**config.mk**
```make
export PLATFORM = sky130hd
export DESIGN_NAME = apb_slave
export DESIGN_NICKNAME = d
export VERILOG_FILES = /design/src/verilog/fp_pkg.sv /design/src/verilog/apb_slave.sv
export SDC_FILE = /design/constraint.sdc
export NUM_CORES = 1
export LEC_CHECK = 0
export CAP_MARGIN = 20
export CORE_AREA = 2 2 74 76
export DETAILED_ROUTE_END_ITERATION = 16
export DIE_AREA = 0 0 76 78
export DONT_BUFFER_PORTS = 1
export PLACE_DENSITY = 0.3
export RECOVER_POWER = 25
export SLEW_MARGIN = 20
export SYNTH_ARGS = -nofsm -noshare
export SYNTH_HDL_FRONTEND = slang
export SYNTH_SLANG_ARGS = --single-unit
```
**constraint.sdc**
```tcl
create_clock -name clk -period 1.8 [get_ports clk]
set_clock_uncertainty 0.1 [all_clocks]
set_input_delay 0.18 -clock clk [delete_from_list [all_inputs] [get_ports clk]]
set_output_delay 0.18 -clock clk [all_outputs]
set_load 0.03 [all_outputs]
```
**src/verilog/fp_pkg.sv**
```systemverilog
// ----------------------------------------------------------------------
// fp coprocessor shared definitions
// opcodes, instruction fields, register index type and APB address map
// ----------------------------------------------------------------------

package fp_pkg;

  // instruction word layout is opcode[15:12] dest[11:8] src1[7:4] src2[3:0]
  localparam int INSTR_W = 16;
  localparam int NUM_REGS = 16;

  typedef logic [3:0] reg_addr_t;

  typedef enum logic [3:0] {
    op_nop = 4'd0,
    op_add = 4'd1,
    op_sub = 4'd2,
    op_mul = 4'd3,
    op_neg = 4'd4,
    op_abs = 4'd5,
    op_mov = 4'd6
  } opcode_t;

  // APB byte addresses
  localparam logic [7:0] ADDR_INSTR    = 8'h00;  // write only
  localparam logic [7:0] ADDR_STATUS   = 8'h04;  // read only
  localparam logic [7:0] ADDR_REG_BASE = 8'h40;  // r at base + 4*r

endpackage

```
**src/verilog/apb_slave.sv**
```systemverilog
// ----------------------------------------------------------------------
// APB slave, zero wait states
// decodes the address map into instruction, register write and register
// read strobes, and flags full queue, bad opcodes and busy registers
// ----------------------------------------------------------------------
`timescale 1ns/1ns

module apb_slave
  import fp_pkg::*;
(
  input  logic               clk,
  input  logic               reset,
  input  logic [7:0]         paddr,
  input  logic               psel,
  input  logic               penable,
  input  logic               pwrite,
  input  logic [31:0]        pwdata,
  output logic [31:0]        prdata,
  output logic               pready,
  output logic               pslverr,
  output logic               instr_valid,
  output logic [INSTR_W-1:0] instr,
  input  logic               queue_full,
  output logic               host_wr,
  output reg_addr_t          host_addr,
  output logic [31:0]        host_data,
  output reg_addr_t          host_rd_addr,
  input  logic [31:0]        host_rd_data,
  input  logic [15:0]        busy_mask,
  input  logic [4:0]         queue_count
);

  logic      setup_seen;
  logic      access;
  logic      is_instr, is_status, is_reg;
  logic      op_ok;
  logic      reg_busy;
  reg_addr_t reg_idx;
  logic      err;

  // one decode per transfer, only after a proper setup phase
  always_ff @(posedge clk) begin
    if (reset) begin
      setup_seen <= 1'b0;
    end else begin
      setup_seen <= psel & ~penable;
    end
  end

  assign access    = psel & penable & setup_seen;
  assign is_instr  = (paddr == ADDR_INSTR);
  assign is_status = (paddr == ADDR_STATUS);
  assign is_reg    = (paddr[7:6] == ADDR_REG_BASE[7:6]) && (paddr[1:0] == 2'b00);
  assign reg_idx   = paddr[5:2];
  assign reg_busy  = busy_mask[reg_idx];

  always_comb begin
    case (opcode_t'(pwdata[INSTR_W-1 -: 4]))
      op_nop, op_add, op_sub, op_mul, op_neg, op_abs, op_mov: op_ok = 1'b1;
      default: op_ok = 1'b0;
    endcase
  end

  always_comb begin
    if (is_instr) begin
      err = ~pwrite | queue_full | ~op_ok;  // port is write only
    end else if (is_reg) begin
      err = reg_busy;  // pending writeback, both directions
    end else if (is_status) begin
      err = pwrite;
    end else begin
      err = 1'b1;  // unmapped
    end
  end

  assign pready  = 1'b1;
  assign pslverr = access & err;

  assign instr_valid  = access & pwrite & is_instr & ~err;
  assign instr        = pwdata[INSTR_W-1:0];
  assign host_wr      = access & pwrite & is_reg & ~err;
  assign host_addr    = reg_idx;
  assign host_data    = pwdata;
  assign host_rd_addr = reg_idx;

  // status word is count in [20:16] and busy mask in [15:0]
  always_comb begin
    if (is_reg) begin
      prdata = host_rd_data;
    end else if (is_status) begin
      prdata = {11'b0, queue_count, busy_mask};
    end else begin
      prdata = 32'b0;
    end
  end

endmodule

```
Word level (Yosys, flattened, before mapping):

Index checks and enable logic that the tools add are counted.

* register bits: 1
* input bits: 99
* logic and storage cells: 38
* output and inout port bits: 92

* reduce and logical (&&, ||, !) cells: 5
* bitwise operators: 15
* $lt $le $gt $ge: 1
* multiplexer cells: 8
* eq/ne operators: 8

Operators by type and width (count)
* 32-bit 2-to-1 mux: 1
* 21-bit 2-to-1 mux: 1
* 4-bit by 3-bit == test with 1-bit output (second input constant): 3
* 1-bit AND: 9
* 4-bit by 2-bit == test with 1-bit output (second input constant): 2
* 8-bit by 3-bit == test with 1-bit output (second input constant): 1
* 8-bit zero test: 1
* 7-bit OR reduction: 1
* 4-bit by 5-bit < comparator with 1-bit output (second input constant): 1
* 1-bit 2-to-1 mux: 5
* 1-bit binary-select mux with 4-bit select: 1
* 4-bit by 1-bit == test with 1-bit output (second input constant): 1
* 4-bit zero test: 1
* 1-bit NOT: 4
* 2-bit by 1-bit == test with 1-bit output (second input constant): 1
* 2-bit zero test: 1
* 1-bit OR: 2
* 1-bit logical AND: 1

Longest topological paths before layout:

* word-level depth: 8
* gate-level depth with buffers: 5

Worst setup path before layout:

Ideal clock, no wire load.

* kind: input port to output port
* from: input paddr[2]
* to: output host_wr
* arrival time: 1.729 ns
* buffers on the path: 1
* stages on the path: 5
* path slack: -0.209 ns
* cell sequence: buf_6 > mux4_1 > nand2b_1 > a32oi_1 > a211oi_1

* cells in the longest elaborated chain, start to end: 6

RTL lines
* from (decl): line apb_slave.sv:13 `input logic [7:0] paddr,`
* 1-bit binary-select mux with 4-bit select or 8-bit by 3-bit == test with 1-bit output (tied branches): line apb_slave.sv:55, apb_slave.sv:52
* 1-bit 2-to-1 mux, on equally long branches: line apb_slave.sv:55, apb_slave.sv:69
* 1-bit 2-to-1 mux: line apb_slave.sv:67 `end else if (is_reg) begin`
* 1-bit 2-to-1 mux (*): line apb_slave.sv:65 `if (is_instr) begin`
* 1-bit NOT (*): line apb_slave.sv:81 `assign host_wr = access & pwrite & is_reg & ~err;`
* 1-bit AND (*): line apb_slave.sv:81
* to (decl): line apb_slave.sv:24 `output logic host_wr,`

Mark *: on every way between the ends. The rest lies on a longest branch, timed or not. The select of a mux whose other input is x is not followed.

Worst setup path in the final report:

* from: input paddr[3]
* to: output prdata[5]

* cells in the longest elaborated chain, start to end: 3

RTL lines
* 8-bit by 3-bit == test with 1-bit output: line apb_slave.sv:52 `assign is_status = (paddr == ADDR_STATUS);`
* 21-bit 2-to-1 mux: line apb_slave.sv:90 `end else if (is_status) begin`
* 32-bit 2-to-1 mux: line apb_slave.sv:88 `if (is_reg) begin`
* to (decl): line apb_slave.sv:18 `output logic [31:0] prdata,`

Every way passes these cells.

==> results list <==
- The top cell types in the final layout, fill and taps aside, are sky130_fd_sc_hd__buf_4 (27), sky130_fd_sc_hd__a22o_1 (21), sky130_fd_sc_hd__and3_1 (12).
- For the worst setup path, the data arrival time is 1.34 ns.
- Initial core utilization: between 10% and 20%
- Number of global-route vias before repair: roughly 760
* Max FO, Critical Path: 8
- Synth area leaders: sky130_fd_sc_hd__buf_4 (43%), sky130_fd_sc_hd__a22o_1 (18%), sky130_fd_sc_hd__and3_1 (7.5%), sky130_fd_sc_hd__mux2_2 (3.4%), sky130_fd_sc_hd__mux4_1 (2.6%)
- Final Routed Wirelength: approximately 3200 um
- Number of hold buffers added after CTS: 0
- Counting every instance in the synthesized netlist gives about 130.
- Cell taking the most area after synthesis: sky130_fd_sc_hd__buf_4
- Final count of negative-setup-slack endpoints: 0
* Critical-path cell with the highest stage delay: sky130_fd_sc_hd__nor4_1
* Critical path's largest stage delay: 0.34 ns
- The number of antenna violations at the first check in global routing is 0.
* Largest registers: setup_seen: 1 flops
* Weighted congestion reported at the end of routability-driven placement: just under 0.7
- Leakage power summed over all cells: around 0.00040 uW
- Gr usage total: under 10%
- Result of the run: completed
* Number of DRC markers after the initial detailed-route iteration: 5
- The cell area that synthesis handed to floorplanning was about 1000 um^2.
- After clock tree synthesis, the clock-pin slew on the worst setup and hold paths is 0 ns.
* Routed WL per cell: roughly 20 um
- For this run the aggregate overflow at the end of global routing stands at 0.
* Total of cells resized after clock tree synthesis: 0
* Internal cell power: 73.40 uW
- In this run the count of I/O pins placed on the die edge is between 150 and 200.
- Total power density per cell area: ~150 mW/mm^2
- Post-Syn Nets: 227
- After the last flow step, the layout net total stands at 195.
- Final core utilization: approximately 18%
- The number of max-slew violations in the final report is 0.
- Crit path top cell by count: sky130_fd_sc_hd__buf_4
- Sw Ratio: between 40% and 50%
- Max Fclk: 616.3 MHz
- Summing all non-filler instances in the final layout gives an area of 890.9 um^2.
- STA classifies the critical path startpoint as a primary input.
* Yosys Warn Count: 0
* Worst voltage drop across the vdd grid: about 0.026 mV
- Class of the tightest hold or removal check: in -> reg
* Largest delay contributor family on the critical path: simple AND/OR/NAND/NOR gates
* Ratio of final minimum period to clock period: between 90% and 100%
- Layout-stage area growth over the synthesis result: -10.89%
* Core Rows: 26
* Post-detailed-placement half-perimeter wirelength: 2829 um
* Launching instance or port of the critical path: paddr[3]
- Detail-routed via count per cell: ~5
- Clock share of power: 0%
* Setup repair after global routing missed its margin: false
- Diode count: 0
- Count of input and output buffers: 0
- At the worst endpoint, the required time is about 1.5 ns.
* Register share of total power: about 19%
* Tmin final: approximately 1.6 ns
- In the routed design, unresolved DRC markers number 0.
* Final total negative setup slack: 0 ns
* Die Width: 76 um
* Buffers & Inverters on Critical Path: 2
- The critical path runs through a total of 5 cells.
- Core region area: between 0.005 and 0.006 mm^2
* Worst path cell trace: nor4_1 -> and4b_2 -> buf_4 -> a22o_1 -> buf_4
- The first detailed-routing pass ran for 4 iterations.
* Wire length of the first global-routing pass: ~4300 um
- Maximum number of pins on one net before global-route repair: 16
- Capturing instance or port of the critical path: prdata[5]
- Across the run, the number of max-cap violations was 0.
- In this run the vertical extent of the chip is roughly 78 um.
* Path type of the worst setup path: in -> out
- Layout cells sized above 1: between 40% and 50%
- Hold is met by between 0.15 and 0.2 ns.
- The final number of hold-violating endpoints came to 0.
* Total placed instance area: between 800 and 900 um^2
- The routed layout has ~800 vias.
* Largest register by flop count: setup_seen
- The analysis attributes to net switching a power of 56.70 uW.
- Per report_power, the combinational group accounts for about four fifths of the total.
- Largest register FFs: 1
- Leaving out fill and tap cells, the most frequent cell in the layout is sky130_fd_sc_hd__buf_4.
- The number of setup buffers added after CTS is 0.
* Critical path capture point type: output pin
- Top-area cell type share of the netlist area: between 40% and 50%
- In this run, distinct cell masters in the synthesized netlist total 30.
- Post-DRT Antenna Nets: 0
- Sequential elements use 2.003% of the synthesized area.
- After synthesis the netlist holds a flip-flop and latch count of 1.
* Synthesized area divided by synthesized cell count: around 7.8 um^2
- The die covers 0.005928 mm^2.
cell families after synthesis:
family                 share of synthesized area [%]
AND/OR/NAND/NOR                                18.52
buffers and inverters                          46.81
flip-flops                                     2.003
other                                         0.3751
AO/OA/AOI/OAI                                  22.53
multiplexers                                   9.762
power by group through the flow:
stage	registers [uW]	logic, uW	clock network [uW]
3_3_place_gp	23.8	108	0
4_1_cts	24.0	108	0
3_5_place_dp	24.0	107	0
6_report	24.0	106	0
5_1_grt	24.0	113	0
2_1_floorplan	23.8	319	0
final cells by class:
cell class	instances	area (um^2)
Tap cell	70	87.58
Sequential cell	1	20.02
Fill cell	566	4151
Inverter	1	3.754
Multi-Input combinational cell	62	516.7
Timing Repair Buffer	30	262.8
stage by stage:
step	worst slack, ns	total power, uW	cells
after detailed placement	0.1714	131.4	164
final	0.1775	130.1	164
after floorplan	0.05822	343.3	128
after global placement	0.1672	131.7	164
after global routing	0.1096	136.9	164
after CTS	0.1714	132.1	164
how the worst min path moves through the flow:
stage,startpoint,to,slack (ns),cells past startpoint
final,penable,setup_seen,0.16,1
after global routing,reset,setup_seen,0.17,1
after CTS,penable,setup_seen,0.16,1
after detailed placement,penable,setup_seen,0.16,1
after global placement,penable,setup_seen,0.16,1
after floorplan,penable,setup_seen,0.16,1
Yosys cell counts, drive strengths merged:
library cell and n:
nor3 1, nor4 1, mux4 2, nor3b 1
nor4b 1, dfxtp 1, nor2 1, nor2b 1
nand2b 3, clkbuf 4, nand2 2, a21oi 1
and2 2, conb 1, nand4 2, a221oi 1
a211oi 1, a32oi 1, and3 12, o2111a 1
nand3 1, inv 1, buf 60, mux2 4
and4b 1, a22o 21
per-layer routing:
layer | vias up | wire (um) | global-route usage, %
met5 | - | 0 | 0
met4 | 0 | 97 | 3.636
met3 | 13 | 557 | 5.116
met2 | 103 | 1720 | 18.66
met1 | 353 | 869 | 6.764
li1 | 340 | - | -
(Power assumes the default switching activity.)
