===== src/verilog/fp_pkg.sv =====
// ----------------------------------------------------------------------
// fp coprocessor shared definitions
// opcodes, instruction fields, register index type and APB address map
// ----------------------------------------------------------------------

package fp_pkg;

  // instruction word layout is opcode[15:12] dest[11:8] src1[7:4] src2[3:0]
  localparam int INSTR_W = 16;
  localparam int NUM_REGS = 16;

  typedef logic [3:0] reg_addr_t;

  typedef enum logic [3:0] {
    op_nop = 4'd0,
    op_add = 4'd1,
    op_sub = 4'd2,
    op_mul = 4'd3,
    op_neg = 4'd4,
    op_abs = 4'd5,
    op_mov = 4'd6
  } opcode_t;

  // APB byte addresses
  localparam logic [7:0] ADDR_INSTR    = 8'h00;  // write only
  localparam logic [7:0] ADDR_STATUS   = 8'h04;  // read only
  localparam logic [7:0] ADDR_REG_BASE = 8'h40;  // r at base + 4*r

endpackage


===== src/verilog/reg_file.sv =====
// ----------------------------------------------------------------------
// coprocessor register file, 16 x 32
// three unit writebacks and a host write port, two operand reads and
// one host read, all reads combinational, writebacks bypass to operands
// ----------------------------------------------------------------------
`timescale 1ns/1ns

module reg_file
  import fp_pkg::*;
(
  input  logic        clk,
  input  logic        reset,
  input  logic        add_done,
  input  logic        mul_done,
  input  logic        sign_done,
  input  reg_addr_t   add_dest,
  input  reg_addr_t   mul_dest,
  input  reg_addr_t   sign_dest,
  input  logic [31:0] add_result,
  input  logic [31:0] mul_result,
  input  logic [31:0] sign_result,
  input  logic        host_wr,
  input  reg_addr_t   host_addr,
  input  logic [31:0] host_data,
  input  reg_addr_t   src1,
  input  reg_addr_t   src2,
  output logic [31:0] opa,
  output logic [31:0] opb,
  input  reg_addr_t   host_rd_addr,
  output logic [31:0] host_rd_data
);

  logic [NUM_REGS-1:0][31:0] regs;

  // scoreboard keeps the write addresses disjoint
  always_ff @(posedge clk) begin
    if (reset) begin
      regs <= '0;
    end else begin
      if (host_wr) regs[host_addr] <= host_data;
      if (add_done) regs[add_dest] <= add_result;
      if (mul_done) regs[mul_dest] <= mul_result;
      if (sign_done) regs[sign_dest] <= sign_result;
    end
  end

  // scheduler may issue in the writeback cycle, so forward the result
  always_comb begin
    opa = regs[src1];
    if (add_done && (add_dest == src1)) opa = add_result;
    if (mul_done && (mul_dest == src1)) opa = mul_result;
    if (sign_done && (sign_dest == src1)) opa = sign_result;
  end

  always_comb begin
    opb = regs[src2];
    if (add_done && (add_dest == src2)) opb = add_result;
    if (mul_done && (mul_dest == src2)) opb = mul_result;
    if (sign_done && (sign_dest == src2)) opb = sign_result;
  end

  assign host_rd_data = regs[host_rd_addr];

endmodule


===== config.mk =====
export PLATFORM = sky130hd
export DESIGN_NAME = reg_file
export DESIGN_NICKNAME = d
export VERILOG_FILES = /design/src/verilog/fp_pkg.sv /design/src/verilog/reg_file.sv
export SDC_FILE = /design/constraint.sdc
export NUM_CORES = 2
export LEC_CHECK = 0
export ABC_CLOCK_PERIOD_IN_PS = 4000
export BUFFER_PORTS_ARGS = -buffer_cell sky130_fd_sc_hd__buf_2
export CAP_MARGIN = 20
export CORE_AREA = 2 2 440 442
export CTS_BUF_LIST = sky130_fd_sc_hd__clkbuf_8
export CTS_CLUSTER_SIZE = 25
export DETAILED_ROUTE_END_ITERATION = 12
export DIE_AREA = 0 0 442 444
export HOLD_SLACK_MARGIN = 0.06
export PLACE_DENSITY = 0.39
export SETUP_SLACK_MARGIN = 0.1
export SLEW_MARGIN = 20
export SYNTH_ARGS = -nofsm -noshare
export SYNTH_HDL_FRONTEND = slang
export SYNTH_SLANG_ARGS = --single-unit

===== constraint.sdc =====
create_clock -name clk -period 4 [get_ports clk]
set_input_delay 0.6 -clock clk [delete_from_list [all_inputs] [get_ports clk]]
set_output_delay 0.6 -clock clk [all_outputs]
set_load 0.01 [all_outputs]

# After elaboration in Yosys (flattened, before gate mapping)
# Index checks and enable logic that the tools add are counted.
[totals]
ff_bits = 512
input_bits = 162
out_inout_bits = 96
wordCells = 74
[op_classes]
n_lt_le_gt_ge = 11
eq_ne = 6
muxes = 31
reduce_logical = 10
[op_table]
columns = ["op", "n"]
rows = [
  ["2-to-1 mux 512 bit", 7],
  ["bitwise mux 512 bit", 4],
  ["demux 32 bit (select 4 bit)", 4],
  ["2-to-1 mux 32 bit", 13],
  ["binary-select mux 32 bit (select 4 bit)", 3],
  ["less-than comparator 4 x 5 -> 1 bit, second input constant", 7],
  ["== test 4 bit", 6],
  [">= comparator 4 x 1 -> 1 bit, second input constant", 4],
  ["logical AND 1 bit", 10],
]

# Logic depth before layout (Yosys ltp)
[logic_depth]
word_depth = 15
mapped_depth = 9
ltp_nobuf = 5

# Worst setup path after synthesis
# Ideal clock, no wire load.
[synth_path]
path_type = "input port to output port"
from = "input port src2[0]"
to = "output port opb[0]"
arrival_ps = 2302
t_required_ps = 3400
setup_slack_ps = 1098
path_stages = 7
n_path_buf = 4
path_cell_list = "buf_2 -> buf_4 -> buf_2 -> buf_4 -> mux4_2 -> a221oi_1 -> a221oi_1"
[synth_via]
elab_chain_cells = 5
elab_cells_between_ends = 11
classes_between = "3 x eq/ne; 5 x mux; 3 x reduce/logical"
[synth_lines]
columns = ["item", "line_no", "rtl"]
rows = [
  ["from (decl)", "reg_file.sv:26", "input reg_addr_t src2,"],
  ["binary-select mux 32 bit (select 4 bit) or == test 4 bit (tied branches)", "reg_file.sv:56, reg_file.sv:57", ""],
  ["2-to-1 mux 32 bit (not written as such) or logical AND 1 bit (tied branches)", "reg_file.sv:56, reg_file.sv:57", ""],
  ["2-to-1 mux 32 bit", "reg_file.sv:57", "if (add_done && (add_dest == src2)) opb = add_result;"],
  ["2-to-1 mux 32 bit", "reg_file.sv:58", "if (mul_done && (mul_dest == src2)) opb = mul_result;"],
  ["2-to-1 mux 32 bit (*)", "reg_file.sv:59", "if (sign_done && (sign_dest == src2)) opb = sign_result;"],
  ["to (decl)", "reg_file.sv:28", "output logic [31:0] opb,"],
]
# Every way passes the cells marked *; elsewhere a longest branch is shown, timed or not. The select of a mux whose other input is x is not followed.

# Final worst setup path
[layout_path]
from = "input port add_dest[0]"
to = "output port opa[24]"
[layout_via]
elab_chain_cells = 5
[layout_lines]
columns = ["item", "line_no", "rtl"]
rows = [
  ["from (decl)", "reg_file.sv:16", "input reg_addr_t add_dest,"],
  ["== test 4 bit", "reg_file.sv:50", "if (add_done && (add_dest == src1)) opa = add_result;"],
  ["logical AND 1 bit", "reg_file.sv:50", ""],
  ["2-to-1 mux 32 bit", "reg_file.sv:50", ""],
  ["2-to-1 mux 32 bit", "reg_file.sv:51", "if (mul_done && (mul_dest == src1)) opa = mul_result;"],
  ["2-to-1 mux 32 bit", "reg_file.sv:52", "if (sign_done && (sign_dest == src1)) opa = sign_result;"],
  ["to (decl)", "reg_file.sv:27", "output logic [31:0] opa,"],
]
# No other way between the ends.

==> summary.md <==
| Metric | Value |
|---|---|
| Biggest register | regs |
| GP Congestion | 0.842 |
| DRT antenna net count | 0 |
| Initial Util | 24.8% |
| CTS Buf Count | 109 |
| Crit path launch type | primary input |
| Sequential share of power | 36.4% |
| Postcts setup bufs | 0 |
| Clk buf depth | 3 |
| Cell area after synthesis | 0.0475 mm^2 |
| Critical Path End Type | output port |
| Clock transition at the registers of the reported paths | 0.06 ns |
| Post-DP HPWL | 171,000 um |
| Synthesis-stage register bit count | 512 |
| Setup TNS Final | 0 ns |
| Synth-to-Final Area Change | 13.1% |
| Die Ht | 444 um |
| Worst clock skew | 0 ns |
| VDD IR-drop max | 258 uV |
| Worst slew pin tran | 1.20 ns |
| Headroom to the max-slew limit | 19.7% |
| Total grt overflow | 0 |
| Net Sw Frac | 36.1% |
| Max_cap viols | 0 |
| DIE AREA | 0.196 mm^2 |
| DRT Pass-1 Iters | 7 |
| Post-Synthesis Cells | 5,510 |
| Final Hold Fails | 0 |
| Filler cell count | 20.0k |
| Final setup violation count | 0 |
| Synth Warn # | 0 |
| Largest regs | regs (512) |
| Max FFs per register | 512 |
| Worst hold path depth | 3 |
| Vias in the first global route | 45.9k |
| CP arrival | 3.15 ns |
| Largest net degree at the start of global routing | 87 |
| Post-synth EDFFs | 0 |
| Slew Limit Fails | 0 |
| Multi-input gate area | 0.0343 mm^2 |
| Ys flop type | dfxtp_1 |
| Pint | 10,100 uW |
| Core ar. | 0.192 mm^2 |
| First-pass GRT wire length | 387,000 um |
| RSZ-0062 raised after global routing | false |
| Pwr dens | 293 mW/mm^2 |
| Worst EP required | 3.40 ns |
| Die X | 442 um |
| Seq/Total Area, Yosys | 21.6% |
| Syn Area/Cell | 8.63 um^2 |
| Logic pwr share | 25.8% |
| Final critical-path share of the clock period | 93.7% |
| Layout cells sized above 1 | 21.5% |
| Layout Cells excl Fill | 7,887 |
| Synth Net Count | 5,672 |
| F_max | 267 MHz |
| Vias/cell | 6.19 |
| Root buf cell | clkbuf_8 |
| Row Count | 161 |
| Initial DRC count | 5,751 |
| CP Class | in -> out |
| Wire length per cell | 35.6 um |
| Clock power frac | 37.8% |
| Post_cts resized | 1 |
| Inst Count DP | 7,689 |
| Area contributors post-synth | dfxtp_1 (22%), mux4_2 (18%), mux2i_1 (13%) |
| Latest clock arrival within the worst-skew pair | 0.86 ns |
| CTS tree | built |
| GRT met3 Usage | 3.86% |
| Final net count | 5,436 |
| Top Usage Layer GRT | met2 |
| GR Util met1 | 34.3% |
| DRC viols | 0 |
| H-tree Lvls | 3 |
| Static Leakage | 0.0202 uW |
| Fin crit period | 3.75 ns |
| Initial antenna violation count | 26 |
| Status | completed |
| Hold Buf Count CTS | 0 |
| Psw | 5700 uW |
| # port buffers | 257 |
| Top Ports | 258 |
| Grt met2 use | 46.5% |
| Synth area leader | dfxtp_1 |
| Synth top area share | 21.6% |
| Post-Route WL | 281,000 um |
| Hold Worst Slack | 0.174 ns |
| GR Util All Layers | 27.5% |
| Worst Reg-to-Reg Cells | 3 |
| Max FO, Critical Path | 10 |
| DR vias | 48.8k |
| Reg area | 0.0102 mm^2 |
| Ys async rst share | 0% |
| HP Class | in -> reg |
| Clock Sink Count | 512 |
| Synth unique cells | 46 |
layout make-up:
| class | count | share of cell area [%] |
|---|---|---|
| Clock inverter | 51 | 0.489 |
| Inverter | 32 | 0.223 |
| Sequential cell | 512 | 19.1 |
| Antenna cell | 13 | 0.0605 |
| Tap cell | 2526 | 5.88 |
| Timing Repair Buffer | 475 | 7.02 |
| Clock buffer | 134 | 3.43 |
| Multi-Input combinational cell | 4144 | 63.8 |
critical path, cell delays in order:
cell and delay (ns):
buf_2 0.20, xor2_1 0.20, nor3_1 0.31, nand3_4 0.41, buf_4 0.38, mux2i_1 0.15, o21ai_0 0.61, buf_2 0.26
power groups by stage:
stage          clock network, uW  registers [uW]  logic, uW
2_1_floorplan                  0            5680       2530
3_3_place_gp                   0            5830       4010
3_5_place_dp                   0            5830       4040
4_1_cts                     6070            5730       4050
5_1_grt                     6250            5770       4260
6_report                    5960            5750       4070
path summary, 6_finish.rpt:
check,to,startpoint,slack [ns]
worst max-delay path,opa[24],add_dest[0],0.25
worst min-delay path,regs[5],mul_result[5],0.17
worst max register to register,regs[314],regs[314],2.78
worst min register to register,regs[222],regs[222],0.71
cells by family (layout without fill, tap and decap cells):
logic type             count (synthesis)  after routing  synth area share, %
AND/OR/NAND/NOR                     1815           1815                 15.4
AO/OA/AOI/OAI                       1281           1281                 23.3
multiplexers                        1024           1024                 31.7
buffers and inverters                854            692                 7.52
flip-flops                           512            512                 21.6
XOR/XNOR                              24             24                0.442
other                                  0             13                    0
per-stage QoR:
step | utilization (%) | cell area, um^2 | setup slack, ns | power [uW]
after detailed placement | 27.0 | 51600 | 0.0555 | 9870
after global placement | 27.0 | 51600 | 0.0611 | 9840
final | 28.1 | 53800 | 0.252 | 15800
after CTS | 28.1 | 53700 | 0.130 | 15800
after floorplan | - | 47500 | 1.10 | 8210
after global routing | 28.1 | 53800 | 0.176 | 16300
synth_stat cells, types with 33 or more instances:
library cell,instances
nor2_1,1071
mux2i_1,608
clkbuf_1,606
nand2_1,576
a211o_1,512
dfxtp_1,512
a311oi_1,483
mux4_2,384
buf_2,128
a221oi_1,64
nand3_1,47
buf_4,44
nor2b_1,40
buf_1,38
nor3b_1,33
o21ai_0,33
layout by cell type (no fill, tap or decap), drive strengths merged, types with 3 or more instances in the layout:
cell,netlist,layout
dfxtp,512,512
clkbuf,606,135
xor2,16,16
diode,0,13
and3b,4,4
nand2b,5,5
nor2b,40,40
a22o,32,32
buf,216,474
o21ai,33,33
nand3b,3,3
a211oi,32,32
o31ai,32,32
nor3b,36,36
clkinv,0,5
mux4,384,384
nor2,1078,1078
nor3,12,12
nand3,48,48
mux2,32,32
inv,32,76
and3,4,4
o22ai,32,32
a211o,512,512
a311oi,512,512
xnor2,8,8
a221oi,64,64
a22oi,32,32
nand2,577,577
mux2i,608,608
metal layers:
| metal | routed length, um | vias up | share of wire, % |
|---|---|---|---|
| met3 | 18500 | 577 | 6.6 |
| met1 | 113000 | 25098 | 40 |
| li1 | - | 20440 | - |
| met5 | 0 | - | 0 |
| met4 | 14800 | 0 | 5.3 |
| met2 | 135000 | 2703 | 48 |
Power figures use the tool's default switching activity.
