===== src/verilog/fp_pkg.sv =====
// ----------------------------------------------------------------------
// fp coprocessor shared definitions
// opcodes, instruction fields, register index type and APB address map
// ----------------------------------------------------------------------

package fp_pkg;

  // instruction word layout is opcode[15:12] dest[11:8] src1[7:4] src2[3:0]
  localparam int INSTR_W = 16;
  localparam int NUM_REGS = 16;

  typedef logic [3:0] reg_addr_t;

  typedef enum logic [3:0] {
    op_nop = 4'd0,
    op_add = 4'd1,
    op_sub = 4'd2,
    op_mul = 4'd3,
    op_neg = 4'd4,
    op_abs = 4'd5,
    op_mov = 4'd6
  } opcode_t;

  // APB byte addresses
  localparam logic [7:0] ADDR_INSTR    = 8'h00;  // write only
  localparam logic [7:0] ADDR_STATUS   = 8'h04;  // read only
  localparam logic [7:0] ADDR_REG_BASE = 8'h40;  // r at base + 4*r

endpackage


===== src/verilog/fp_mul_unit.sv =====
// ----------------------------------------------------------------------
// single precision multiply, two stages
// mantissa product and exponent sum, then one bit normalize and truncate
// ----------------------------------------------------------------------
`timescale 1ns/1ns

module fp_mul_unit
  import fp_pkg::*;
(
  input  logic        clk,
  input  logic        reset,
  input  logic        mul_issue,
  input  reg_addr_t   issue_dest,
  input  logic [31:0] opa,
  input  logic [31:0] opb,
  output logic        mul_done,
  output reg_addr_t   mul_dest,
  output logic [31:0] mul_result
);

  logic              s1_valid, s1_sign, s1_zero;
  reg_addr_t         s1_dest;
  logic [47:0]       s1_prod;
  logic signed [9:0] s1_exp;
  logic signed [9:0] exp_n;
  logic [22:0]       frac;
  logic [31:0]       result;

  always_ff @(posedge clk) begin
    if (reset) begin
      s1_valid <= 1'b0;
      mul_done <= 1'b0;
    end else begin
      s1_valid <= mul_issue;
      mul_done <= s1_valid;
    end
  end

  always_ff @(posedge clk) begin
    if (mul_issue) begin
      s1_dest <= issue_dest;
      s1_sign <= opa[31] ^ opb[31];
      s1_zero <= (opa[30:23] == 8'd0) || (opb[30:23] == 8'd0);  // zero or denormal in
      s1_prod <= {1'b1, opa[22:0]} * {1'b1, opb[22:0]};
      s1_exp  <= $signed({2'b0, opa[30:23]}) + $signed({2'b0, opb[30:23]}) - 10'sd127;
    end
  end

  // product lies in [1,4), so at most one bit of shift
  assign exp_n = s1_prod[47] ? s1_exp + 10'sd1 : s1_exp;
  assign frac  = s1_prod[47] ? s1_prod[46:24] : s1_prod[45:23];

  always_comb begin
    if (s1_zero || exp_n <= 10'sd0) begin
      result = {s1_sign, 31'b0};
    end else if (exp_n >= 10'sd255) begin
      result = {s1_sign, 8'hff, 23'b0};
    end else begin
      result = {s1_sign, exp_n[7:0], frac};
    end
  end

  always_ff @(posedge clk) begin
    if (s1_valid) begin
      mul_dest   <= s1_dest;
      mul_result <= result;
    end
  end

endmodule


===== config.mk =====
export PLATFORM = sky130hd
export DESIGN_NAME = fp_mul_unit
export DESIGN_NICKNAME = d
export VERILOG_FILES = /design/src/verilog/fp_pkg.sv /design/src/verilog/fp_mul_unit.sv
export SDC_FILE = /design/constraint.sdc
export NUM_CORES = 1
export LEC_CHECK = 0
export ABC_AREA = 1
export BUFFER_PORTS_ARGS = -buffer_cell sky130_fd_sc_hd__buf_4
export CAP_MARGIN = 20
export CORE_MARGIN = 2
export CORE_UTILIZATION = 40
export DETAILED_ROUTE_END_ITERATION = 12
export PLACE_DENSITY = 0.63
export SYNTH_ARGS = -nofsm -noshare
export SYNTH_HDL_FRONTEND = slang
export SYNTH_SLANG_ARGS = --single-unit
export TNS_END_PERCENT = 1

===== constraint.sdc =====
create_clock -name clk -period 19.2 [get_ports clk]
set_input_delay 3.84 -clock clk [delete_from_list [all_inputs] [get_ports clk]]
set_output_delay 3.84 -clock clk [all_outputs]
set_load 0.03 [all_outputs]

Yosys cells after proc, flatten, opt, wreduce, memory -nomap -nowiden
Index checks and enable logic that the tools add are counted.

word-level totals
  bits in registers = 102
  word-level logic and storage cells = 26

cells by class
  $add $sub $neg = 3
  $mul = 1
  order comparisons = 2
  mux-type cells = 3
  bitwise gates (word level) = 1
  reductions and logical operators = 5

operators with widths
  operator                 count
  $mul A24 B24 Y48         1
  $mux W31                 1
  $mux W23                 1
  $logic_not A8 Y1         2
  $add A10 B2 Y10 const B  1
  $ge A10 B9 Y1 const B    1
  $le A10 B1 Y1 const B    1
  $mux W10                 1
  $sub A9 B7 Y10 const B   1
  $add A8 B8 Y9            1
  $logic_or A1 B1 Y1       2
  $reduce_or A2 Y1         1
  $xor A1 B1 Y1            1

Longest topological paths before layout
Gate-level depths: netlist (run 1).

  depth in word-level cells = 5
  mapped depth = 28
  gate-level depth less buffers = 27

Worst setup path before layout (run 1)
OpenSTA, ideal clock, no wires.

  kind = input port to flip-flop
  start point = in opb[3]
  end point = reg s1_prod[45] (data pin)
  library setup time = 253 ps
  arrival = 9138 ps
  slack = 9809 ps
  stages on the path = 26
  buffers on the path = 1
  path through = clkbuf_1 -> nand2_1 -> fa_1 -> inv_1 -> fa_1 -> inv_1 -> fa_1 -> inv_1 -> fa_1 -> inv_1 -> fa_1 -> inv_1 -> fa_1 -> inv_1 -> fa_1 -> inv_1 -> ha_1 -> a21o_1 -> nor2_1 -> nor2_1 -> nor2_1 -> nor2_1 -> o21ai_0 -> nand3_1 -> nand2_1 -> nand2_1

on the way
  word-level cells in the longest chain between the ends = 1

RTL lines
  what                    RTL line           source
  start: declaration      fp_mul_unit.sv:15  input logic [31:0] opb,
  $mul A24 B24 Y48        fp_mul_unit.sv:44  s1_prod <= {1'b1, opa[22:0]} * {1'b1, opb[22:0]};
  end signal: assignment  fp_mul_unit.sv:44
  end: declaration        fp_mul_unit.sv:23  logic [47:0] s1_prod;

No other way between the ends.
A chain may end at the register's enable or synchronous reset.

Worst setup path in the final report (run 1)
  start point = in opa[10]
  end point = reg s1_prod[31] (data pin)

on the way
  word-level cells in the longest chain between the ends = 1

RTL lines
  what                RTL line           source
  start: declaration  fp_mul_unit.sv:14  input logic [31:0] opa,
  $mul A24 B24 Y48    fp_mul_unit.sv:44

No other way between the ends.

==> results.toml, run 1 <==
[placement]
placed_area_um2 = 24500
portBuffers = 107
place_hpwl_um = 47400
dp.cells = 3689
gp_congestion = 0.964

[clocking]
h-tree-depth = 3
clockRootBuffer = "clkbuf_16"
clk_pin_slew_worst_paths_ns = 0.06
cts_sinks = 79
cts_max_path_buffers = 2
cts_tree = "yes"
postCtsResizedCells = 0
clk_latency_ns = 0.33
numCtsBuffers = 9
cts_setup_buffers = 0
cts_hold_buf = 0

[sta]
finalMaxSlewViolations = 0
worstMarginPinSlew_ns = 0.935
max_freq_mhz = 103
period_minus_slack_ns = 9.70
setup_tns_ns = 0
finalHoldViolCount = 0
clock_skew_ns = 0.00544
finalSetupViolations = 0
fin_crit_sh_pct = 50.5
relSlewSlack_pct = 37.7
rsz0062_at_grt = "no"

[logic_synthesis]
syn_area_um2 = 23100
syn-num-nets = 3656
async_reset_ff_share_pct = 0
yosysSeqAreaShare_pct = 10.2
syn_inst = 2918
synth_top_area_share_pct = 41.7
synth-seq-cells = 79
synth_edf_count = 77
synth.distinct_cells = 38
synthFlopType = "edfxtp_1"
postSynthAreaPerCell_um2 = 7.93
yosysTopAreaCell = "fa_1"
ys_warn_count = 0
synth_area_leaders = "fa_1 42%, inv_1 15%, nand2_1 12%, ha_1 10%, edfxtp_1 10%"

[setup_path]
crit_type = "in -> reg"
crit_required_ns = 19.27
slowest_delay_ns = 0.56
path_cells = "buf_4 > nand2_1 > fa_1 > fa_1 > inv_1 > fa_1 > inv_1 > fa_1 > inv_1 > fa_1 > fa_1 > inv_1 > fa_1 > inv_1 > ha_1 > nand2_1 > nor2_1 > inv_1 > o21ai_0 > nand2_1 > nand2_1 > a21oi_1 > xnor2_1"
timing.rr.start = "s1_prod[47]$_DFFE_PP_"
cpMaxStageDelayCell = "fa_1"
cp-start-kind = "input port"
cp_max_fo = 24
critPathCaptureType = "flip-flop"
rrSetupSlack_ns = 16.18
startpoint = "opa[10]"
worstPathArrival_ns = 9.77
worst_path_most_repeated_cell = "fa_1"

[global_routing]
grt_pass1_vias = 19300
groute.usage.overall_pct = 20.4
grt_overflow = 0
grt_pass1_wl_um = 97600
antenna_found_initial = 0
grt_max_degree = 43

[layout]
instances_no_fill = 3705
multi_input_area_um2 = 16800
drive_gt1_share_pct = 4.59
synthToLayoutAreaGrowth_pct = 7.09
nets = 3673
seqCellArea_um2 = 2350
n_antenna_cell = 0
final_area_um2 = 24800
fill_cells = 5829

[detailed_routing]
wire_per_inst_um = 15.3
drc = 0
vias = 17700
ant_nets = 0
drtIter0Drc = 1038
firstDrtPassIters = 5
wirelength_um = 56700
avgViaCountPerCell = 4.77

[worst_hold_path]
hold_class = "reg -> reg"
hp-start = "s1_dest[2]$_DFFE_PP_"

[die]
fp-row-count = 88
die-area_um2 = 59800
die_x_um = 245
die_h_um = 245
io_pins = 108
start_util_pct = 40.3
core_area_um2 = 57500

[job]
cap_violations = 0

[run_status]
outcome = "completed"
## worst max-delay path, delay by kind of cell
family | cells | cell delay [ns]
buffers and inverters | 7 | 0.68
AO/OA/AOI/OAI | 2 | 0.55
adder cells (fa/ha/maj) | 8 | 3.88
AND/OR/NAND/NOR | 5 | 0.65
XOR/XNOR | 1 | 0.15
## cell families after synthesis
logic type,share of synthesized area (%)
buf+inv,17.1
xor+xnor,0.984
simple gates,16.4
flops,10.2
mux,0.0865
fa+ha+maj,51.7
compound gates,3.55
## cell usage after synthesis (2+ instances only)
| cell type | count |
|---|---|
| inv_1 | 941 |
| nand2_1 | 739 |
| fa_1 | 482 |
| ha_1 | 185 |
| nor2_1 | 109 |
| clkbuf_1 | 96 |
| edfxtp_1 | 77 |
| a21oi_1 | 67 |
| o21ai_0 | 51 |
| nand3_1 | 39 |
| nor3_1 | 29 |
| xor2_1 | 17 |
| nand4_1 | 15 |
| a21o_1 | 10 |
| xnor2_1 | 9 |
| a21boi_0 | 6 |
| o21bai_1 | 6 |
| buf_6 | 5 |
| nor3_2 | 5 |
| nor4_1 | 4 |
| o21a_1 | 3 |
| dfxtp_1 | 2 |
| mux2i_1 | 2 |
| nand2_4 | 2 |
| nand3b_1 | 2 |
| nor2_4 | 2 |
| o211ai_1 | 2 |
## layer usage
| layer | up-vias | share of wire, % | track usage, % |
|---|---|---|---|
| li1 | 8302 | - | - |
| met1 | 8816 | 42 | 26.0 |
| met2 | 479 | 50 | 36.7 |
| met3 | 89 | 4.8 | 2.14 |
| met4 | 0 | 3.0 | 5.52 |
| met5 | - | 0 | 0 |
## flip-flops by register name, summed over array words and instances, names as in the netlist
| name | cells |
|---|---|
| mul_result | 32 |
| s1_prod | 25 |
| s1_exp | 10 |
| mul_dest | 4 |
| s1_dest | 4 |
| mul_done | 1 |
| s1_sign | 1 |
| s1_valid | 1 |
| s1_zero | 1 |
## path summary, 6_finish.rpt
| path | endpoint | depth (start not counted) |
|---|---|---|
| worst max-delay path | s1_prod[31]$_DFFE_PP_ | 23 |
| worst min-delay path | mul_dest[2]$_DFFE_PP_ | 0 |
| worst min register to register | mul_dest[2]$_DFFE_PP_ | 0 |
| worst max register to register | mul_result[8]$_SDFFCE_PP0P_ | 8 |
## through the flow
step / utilization [%] / setup slack, ns / hold slack (ns)
5_1_grt: 43.1 / 9.15 / 0.424
3_3_place_gp: 42.6 / 9.15 / 0.401
2_1_floorplan: - / 9.81 / 0.400
6_report: 43.1 / 9.50 / 0.415
3_5_place_dp: 42.6 / 9.19 / 0.405
4_1_cts: 43.1 / 9.54 / 0.419
## final cells by class
cell class / instances / area share, %
clock buffers: 9 / 0.909
clock inverters: 7 / 0.288
inverters: 942 / 14.3
multi-input cells: 1795 / 67.9
flip-flops and latches: 79 / 9.49
well taps: 765 / 3.86
repair buffers: 108 / 3.27
## placed cells by master, fill, tap and decap left out, types with 17 or more instances in the layout
cell type	netlist	final
a21oi_1	67	67
buf_4	1	108
edfxtp_1	77	77
fa_1	482	482
ha_1	185	185
inv_1	941	941
nand2_1	739	739
nand3_1	39	39
nor2_1	109	109
nor3_1	29	29
o21ai_0	51	51
xor2_1	17	17
Power of run 1 is left out: the tool's default activity adds up to more than one toggle a clock period on the data nets, which glitch-free logic cannot reach.
==> run 2: changes to the inputs <==
- ABC_AREA: 1 -> 0
- clock period: 19.2 -> 9.1 ns (I/O delays scaled with it)
==> run 2 against run 1 <==
  * Sequential share of layout area is 0.44 points higher
  * Critical path depth up 2
  * Register-to-register slack worse by 10 ns
  * Synthesized cell count decreased by 20%
  * Die area is 5.6% lower
  * Utilization grew 0.81 points
  * Critical path type unchanged
==> results.toml, run 2 <==
[logic_synthesis]
async_reset_ff_share_pct = 0
syn_inst = 2342
synth-seq-cells = 79
synthSimpleGateAreaFrac_pct = 15.3
synth_common_cells = "580 x inv_1, 482 x fa_1, 300 x nand2_1"
synth_edf_count = 77
synth.distinct_cells = 54
synth_top_area_share_pct = 44.2
synth_xor_area_share_pct = 1.85
synth_area_leaders = "fa_1 44%, ha_1 11%, edfxtp_1 11%, inv_1 10%, and2_1 6.7%"
yosys.cell_count.top_type = "inv_1"
synth-compound-area-share_pct = 4.41
synthAdderAreaFrac_pct = 54.8
ys_warn_count = 0
yosysTopAreaCell = "fa_1"
synth_top_family_by_area = "adder cells"
synthFlopType = "edfxtp_1"
syn_area_um2 = 21800
yosysSeqAreaShare_pct = 10.8
postSynthAreaPerCell_um2 = 9.32
syn-num-nets = 3080
synthMuxAreaShare_pct = 1.05

[global_routing]
grt_pass1_vias = 17200
antenna_found_initial = 2
grt_max_degree = 43
grt_pass1_wl_um = 95400
grt_overflow = 0
groute.usage.overall_pct = 21.9

[detailed_routing]
ant_nets = 0
drc = 0
firstDrtPassIters = 5
vias = 15700
avgViaCountPerCell = 5.06
wire_per_inst_um = 19.3
wirelength_um = 59700
drtIter0Drc = 972

[layout]
multi_input_area_um2 = 16900
final_common_cell = "inv_1"
reg_top3 = "mul_result (32), s1_prod (25), s1_exp (10)"
fill_cells = 5190
largest_reg_flops = 32
largest-register = "mul_result"
mostFrequentLayoutCells = "580 x inv_1, 482 x fa_1, 300 x nand2_1"
drive_gt1_share_pct = 7.01
nets = 3131
synthToLayoutAreaGrowth_pct = 8.53
seqCellArea_um2 = 2350

[setup_path]
critPathCaptureType = "flip-flop"
worstPathArrival_ns = 8.75
cp_max_fo = 24
worst_path_most_repeated_cell = "fa_1"
cp-start-kind = "input port"
cpMaxStageDelayCell = "fa_1"
crit_type = "in -> reg"
slowest_delay_ns = 0.55
crit_required_ns = 9.18

[die]
die_x_um = 238
core_area_um2 = 53900
fp-row-count = 85
start_util_pct = 40.5
die_h_um = 238
die-area_um2 = 56400
io_pins = 108

[sta]
fin_crit_sh_pct = 95.4
max_freq_mhz = 115
relSlewSlack_pct = 47.1
fin_ws_ns = 0.421
holdWs_ns = 0.421
rsz0062_at_grt = "no"
clock_skew_ns = 0.00842
period_minus_slack_ns = 8.68
setup_tns_ns = 0
finalHoldViolCount = 0
finalSetupViolations = 0
finalMaxSlewViolations = 0
worstMarginPinSlew_ns = 0.794

[placement]
portBuffers = 107
pre_cts_slack_ns = 0.129
place_hpwl_um = 49100
gp_congestion = 0.920

[clocking]
cts_setup_buffers = 0
cts_max_path_buffers = 2
clk_pin_slew_worst_paths_ns = 0.06
clk_latency_ns = 0.34
cts_tree = "yes"
h-tree-depth = 3
clockRootBuffer = "clkbuf_16"
postCtsResizedCells = 0
numCtsBuffers = 9
cts_sinks = 79
cts_hold_buf = 0

[run_status]
outcome = "completed"

[worst_hold_path]
hold_class = "reg -> reg"

[job]
cap_violations = 0
## run 2: cell count changes after synthesis, sizes merged, moves of 25 or more
| cell | delta |
|---|---|
| nand3 | -28 |
| nand2 | -442 |
| and2 | +233 |
| inv | -362 |
| nor2 | -26 |
| nor3 | -25 |
| o21ai | -25 |
## run 2: cell type report
class / count / area share (%)
Clock inverter: 5 / 0.238
Clock buffer: 11 / 1.07
Antenna cell: 1 / 0.0106
Inverter: 583 / 9.24
Multi-Input combinational cell: 1578 / 71.3
Sequential cell: 79 / 9.93
Timing Repair Buffer: 142 / 4.50
Tap cell: 696 / 3.68
## run 2: logic make-up after synthesis
family          after synthesis
mux                          23
fa+ha+maj                   667
xor+xnor                     46
compound gates              154
flops                        79
buf+inv                     685
simple gates                688
## run 2: per-stage QoR
step	util (%)	cells	cell area [um^2]
after floorplan	-	2342	21800
after global placement	43.4	3078	23400
after detailed placement	43.4	3078	23400
after CTS	43.9	3094	23700
after global routing	43.9	3094	23700
final	43.9	3095	23700
## run 2: final timing paths
kind | from | end | slack, ns | cells past startpoint
max | opa[11] | s1_prod[42]$_DFFE_PP_ | 0.42 | 25
min | s1_dest[3]$_DFFE_PP_ | mul_dest[3]$_DFFE_PP_ | 0.42 | 0
max reg2reg | s1_prod[47]$_DFFE_PP_ | mul_result[16]$_SDFFCE_PP0P_ | 5.87 | 8
min reg2reg | s1_dest[3]$_DFFE_PP_ | mul_dest[3]$_DFFE_PP_ | 0.42 | 0
## run 2: routing by layer
metal  vias up  GRT usage (%)  wire length (um)
met5         -              0                26
li1       7029              -                 -
met2       594           37.3             28300
met1      7920           29.5             25500
met4         4           6.46              1910
met3       114           2.66              3900
## run 2: worst max-delay path: cells and delay by family
kind | cells | cell delay [ns]
buffers and inverters | 7 | 0.74
AND/OR/NAND/NOR | 3 | 0.76
XOR/XNOR | 1 | 0.15
AO/OA/AOI/OAI | 6 | 1.29
adder cells (fa/ha/maj) | 8 | 3.97
Power of run 2 is left out for the same reason.
==> run 3: changes to the inputs <==
- CTS_BUF_LIST: not set -> sky130_fd_sc_hd__clkbuf_2 sky130_fd_sc_hd__clkbuf_4 sky130_fd_sc_hd__clkbuf_8
- clock period: 9.1 -> 9.65 ns (I/O delays scaled with it)
==> run 3 against run 2 <==
  * Routed wire length is 0.27% lower
  * Critical endpoint unchanged
  * Largest cell class unchanged
  * Global-route usage is 0.15 points lower
  * Die area unchanged
  * First-iteration DRC count shrank 0.93%
  * Register-to-register slack better by 0.50 ns
  * Cell count decreased by 0.97%
  * Non-clock buffer count decreased by 29
  * Utilization down 0.57 points
  * Sequential share of layout area grew 0.13 points
  * Critical path type unchanged
  * Sequential cell count did not move
  * Clock skew is 0.0028 ns higher
  * Via count about the same
==> results.toml, run 3 (synthesis gave the netlist of run 2 again) <==
[die]
start_util_pct = 40.5
die_h_um = 238
fp-row-count = 85
die_x_um = 238
die-area_um2 = 56400
io_pins = 108
core_area_um2 = 53900

[worst_hold_path]
hold_class = "reg -> reg"
min_to = "mul_dest[0]$_DFFE_PP_"
hp-start = "s1_dest[0]$_DFFE_PP_"
whs_path_depth = 0

[sta]
worstMarginPinSlew_ns = 0.807
relSlewSlack_pct = 46.2
period_minus_slack_ns = 8.95
clock_skew_ns = 0.0113
finalSetupViolations = 0
rsz0062_at_grt = "no"
finalMaxSlewViolations = 0
fin_crit_sh_pct = 92.7
finalHoldViolCount = 0
setup_tns_ns = 0
max_freq_mhz = 112

[setup_path]
critPathCaptureType = "flip-flop"
cp-start-kind = "input port"
crit_type = "in -> reg"
timing.rr.start = "s1_prod[47]$_DFFE_PP_"
rrSetupSlack_ns = 6.37
r2r_cells = 8
worstReg2RegEnd = "mul_result[1]$_SDFFCE_PP0P_"
worst_path_most_repeated_cell = "fa_1"
worstPathArrival_ns = 9.05
cpMaxStageDelayCell = "fa_1"
crit_required_ns = 9.75
slowest_delay_ns = 0.57
path_cells = "buf_4 > clkinv_1 > nor2_1 > fa_1 > fa_1 > inv_1 > fa_1 > fa_1 > inv_1 > fa_1 > fa_1 > inv_1 > fa_1 > inv_1 > ha_1 > a21oi_1 > o21ai_0 > a311oi_1 > o22ai_1 > o21ai_0 > o21ai_0 > nand4_1 > or3b_2 > xor2_1"
startpoint = "opb[8]"
cp_max_fo = 17

[detailed_routing]
drc = 0
wire_per_inst_um = 19.4
top_layer_used = "met4"
avgViaCountPerCell = 5.11
met1_length_um = 25600
met3_length_um = 3800
firstDrtPassIters = 5
route.met2.wl_um = 28500
drtIter0Drc = 963
ant_nets = 0
wirelength_um = 59600
vias = 15700

[job]
cap_violations = 0

[layout]
drive_gt1_share_pct = 5.83
reg_top3 = "mul_result (32), s1_prod (25), s1_exp (10)"
n_antenna_cell = 0
final_core_util_pct = 43.4
largest_reg_flops = 32
final_area_um2 = 23400
nets = 3102
synthToLayoutAreaGrowth_pct = 7.13
final_common_cell = "inv_1"
largest-register = "mul_result"
mostFrequentLayoutCells = "580 x inv_1, 482 x fa_1, 300 x nand2_1"

[clocking]
clk_latency_ns = 0.35
cts_tree = "yes"
cts_setup_buffers = 0
cts_max_path_buffers = 2
clk_pin_slew_worst_paths_ns = 0.08
clockRootBuffer = "clkbuf_8"
h-tree-depth = 3
numCtsBuffers = 9
postCtsResizedCells = 0
cts_hold_buf = 0
cts_sinks = 79

[placement]
portBuffers = 107
placed_area_um2 = 23200
gp_congestion = 0.921
place_hpwl_um = 47200

[run_status]
outcome = "completed"

[global_routing]
grt_max_degree = 43
grt_pass1_wl_um = 95900
grt_pass1_vias = 17300
antenna_found_initial = 0
groute.usage.overall_pct = 21.8
grt_overflow = 0
-- run 3: area by class of cell --
cell class | instances | area, um^2
inverter | 583 | 2190
clock inverter | 6 | 92.6
timing repair buffer | 113 | 848
multi-input combinational | 1578 | 16900
fill | 5188 | 30500
tap | 696 | 871
sequential | 79 | 2350
clock buffer | 10 | 131
-- run 3: worst max-delay path: cells and delay by family --
kind,cells,cell delay (ns)
buf+inv,6,0.76
fa+ha+maj,8,3.83
xor+xnor,1,0.15
simple gates,3,0.85
compound gates,6,1.53
-- run 3: per-stage QoR --
stage | std cells | setup slack, ns | hold WS (ns)
after CTS | 3065 | 0.784 | 0.426
after detailed placement | 3049 | 0.409 | 0.405
final | 3065 | 0.700 | 0.423
after global placement | 3049 | 0.590 | 0.400
after global routing | 3065 | 0.303 | 0.435
after floorplan | 2342 | 1.21 | 0.400
-- run 3: how the worst max path moves through the flow --
stage	to	slack (ns)	cells after the start
4_1_cts	s1_prod[42]$_DFFE_PP_	0.78	24
3_3_place_gp	s1_prod[42]$_DFFE_PP_	0.59	25
3_5_place_dp	s1_prod[42]$_DFFE_PP_	0.41	25
6_report	s1_prod[42]$_DFFE_PP_	0.70	24
5_1_grt	s1_prod[42]$_DFFE_PP_	0.30	24
2_1_floorplan	s1_prod[42]$_DFFE_PP_	1.21	25
-- run 3: per-layer routing --
| layer | up-vias | track usage [%] |
|---|---|---|
| li1 | 6962 | - |
| met5 | - | 0 |
| met3 | 112 | 2.97 |
| met2 | 595 | 37.2 |
| met1 | 8006 | 29.1 |
| met4 | 0 | 6.16 |
Power of run 3 is left out for the same reason.
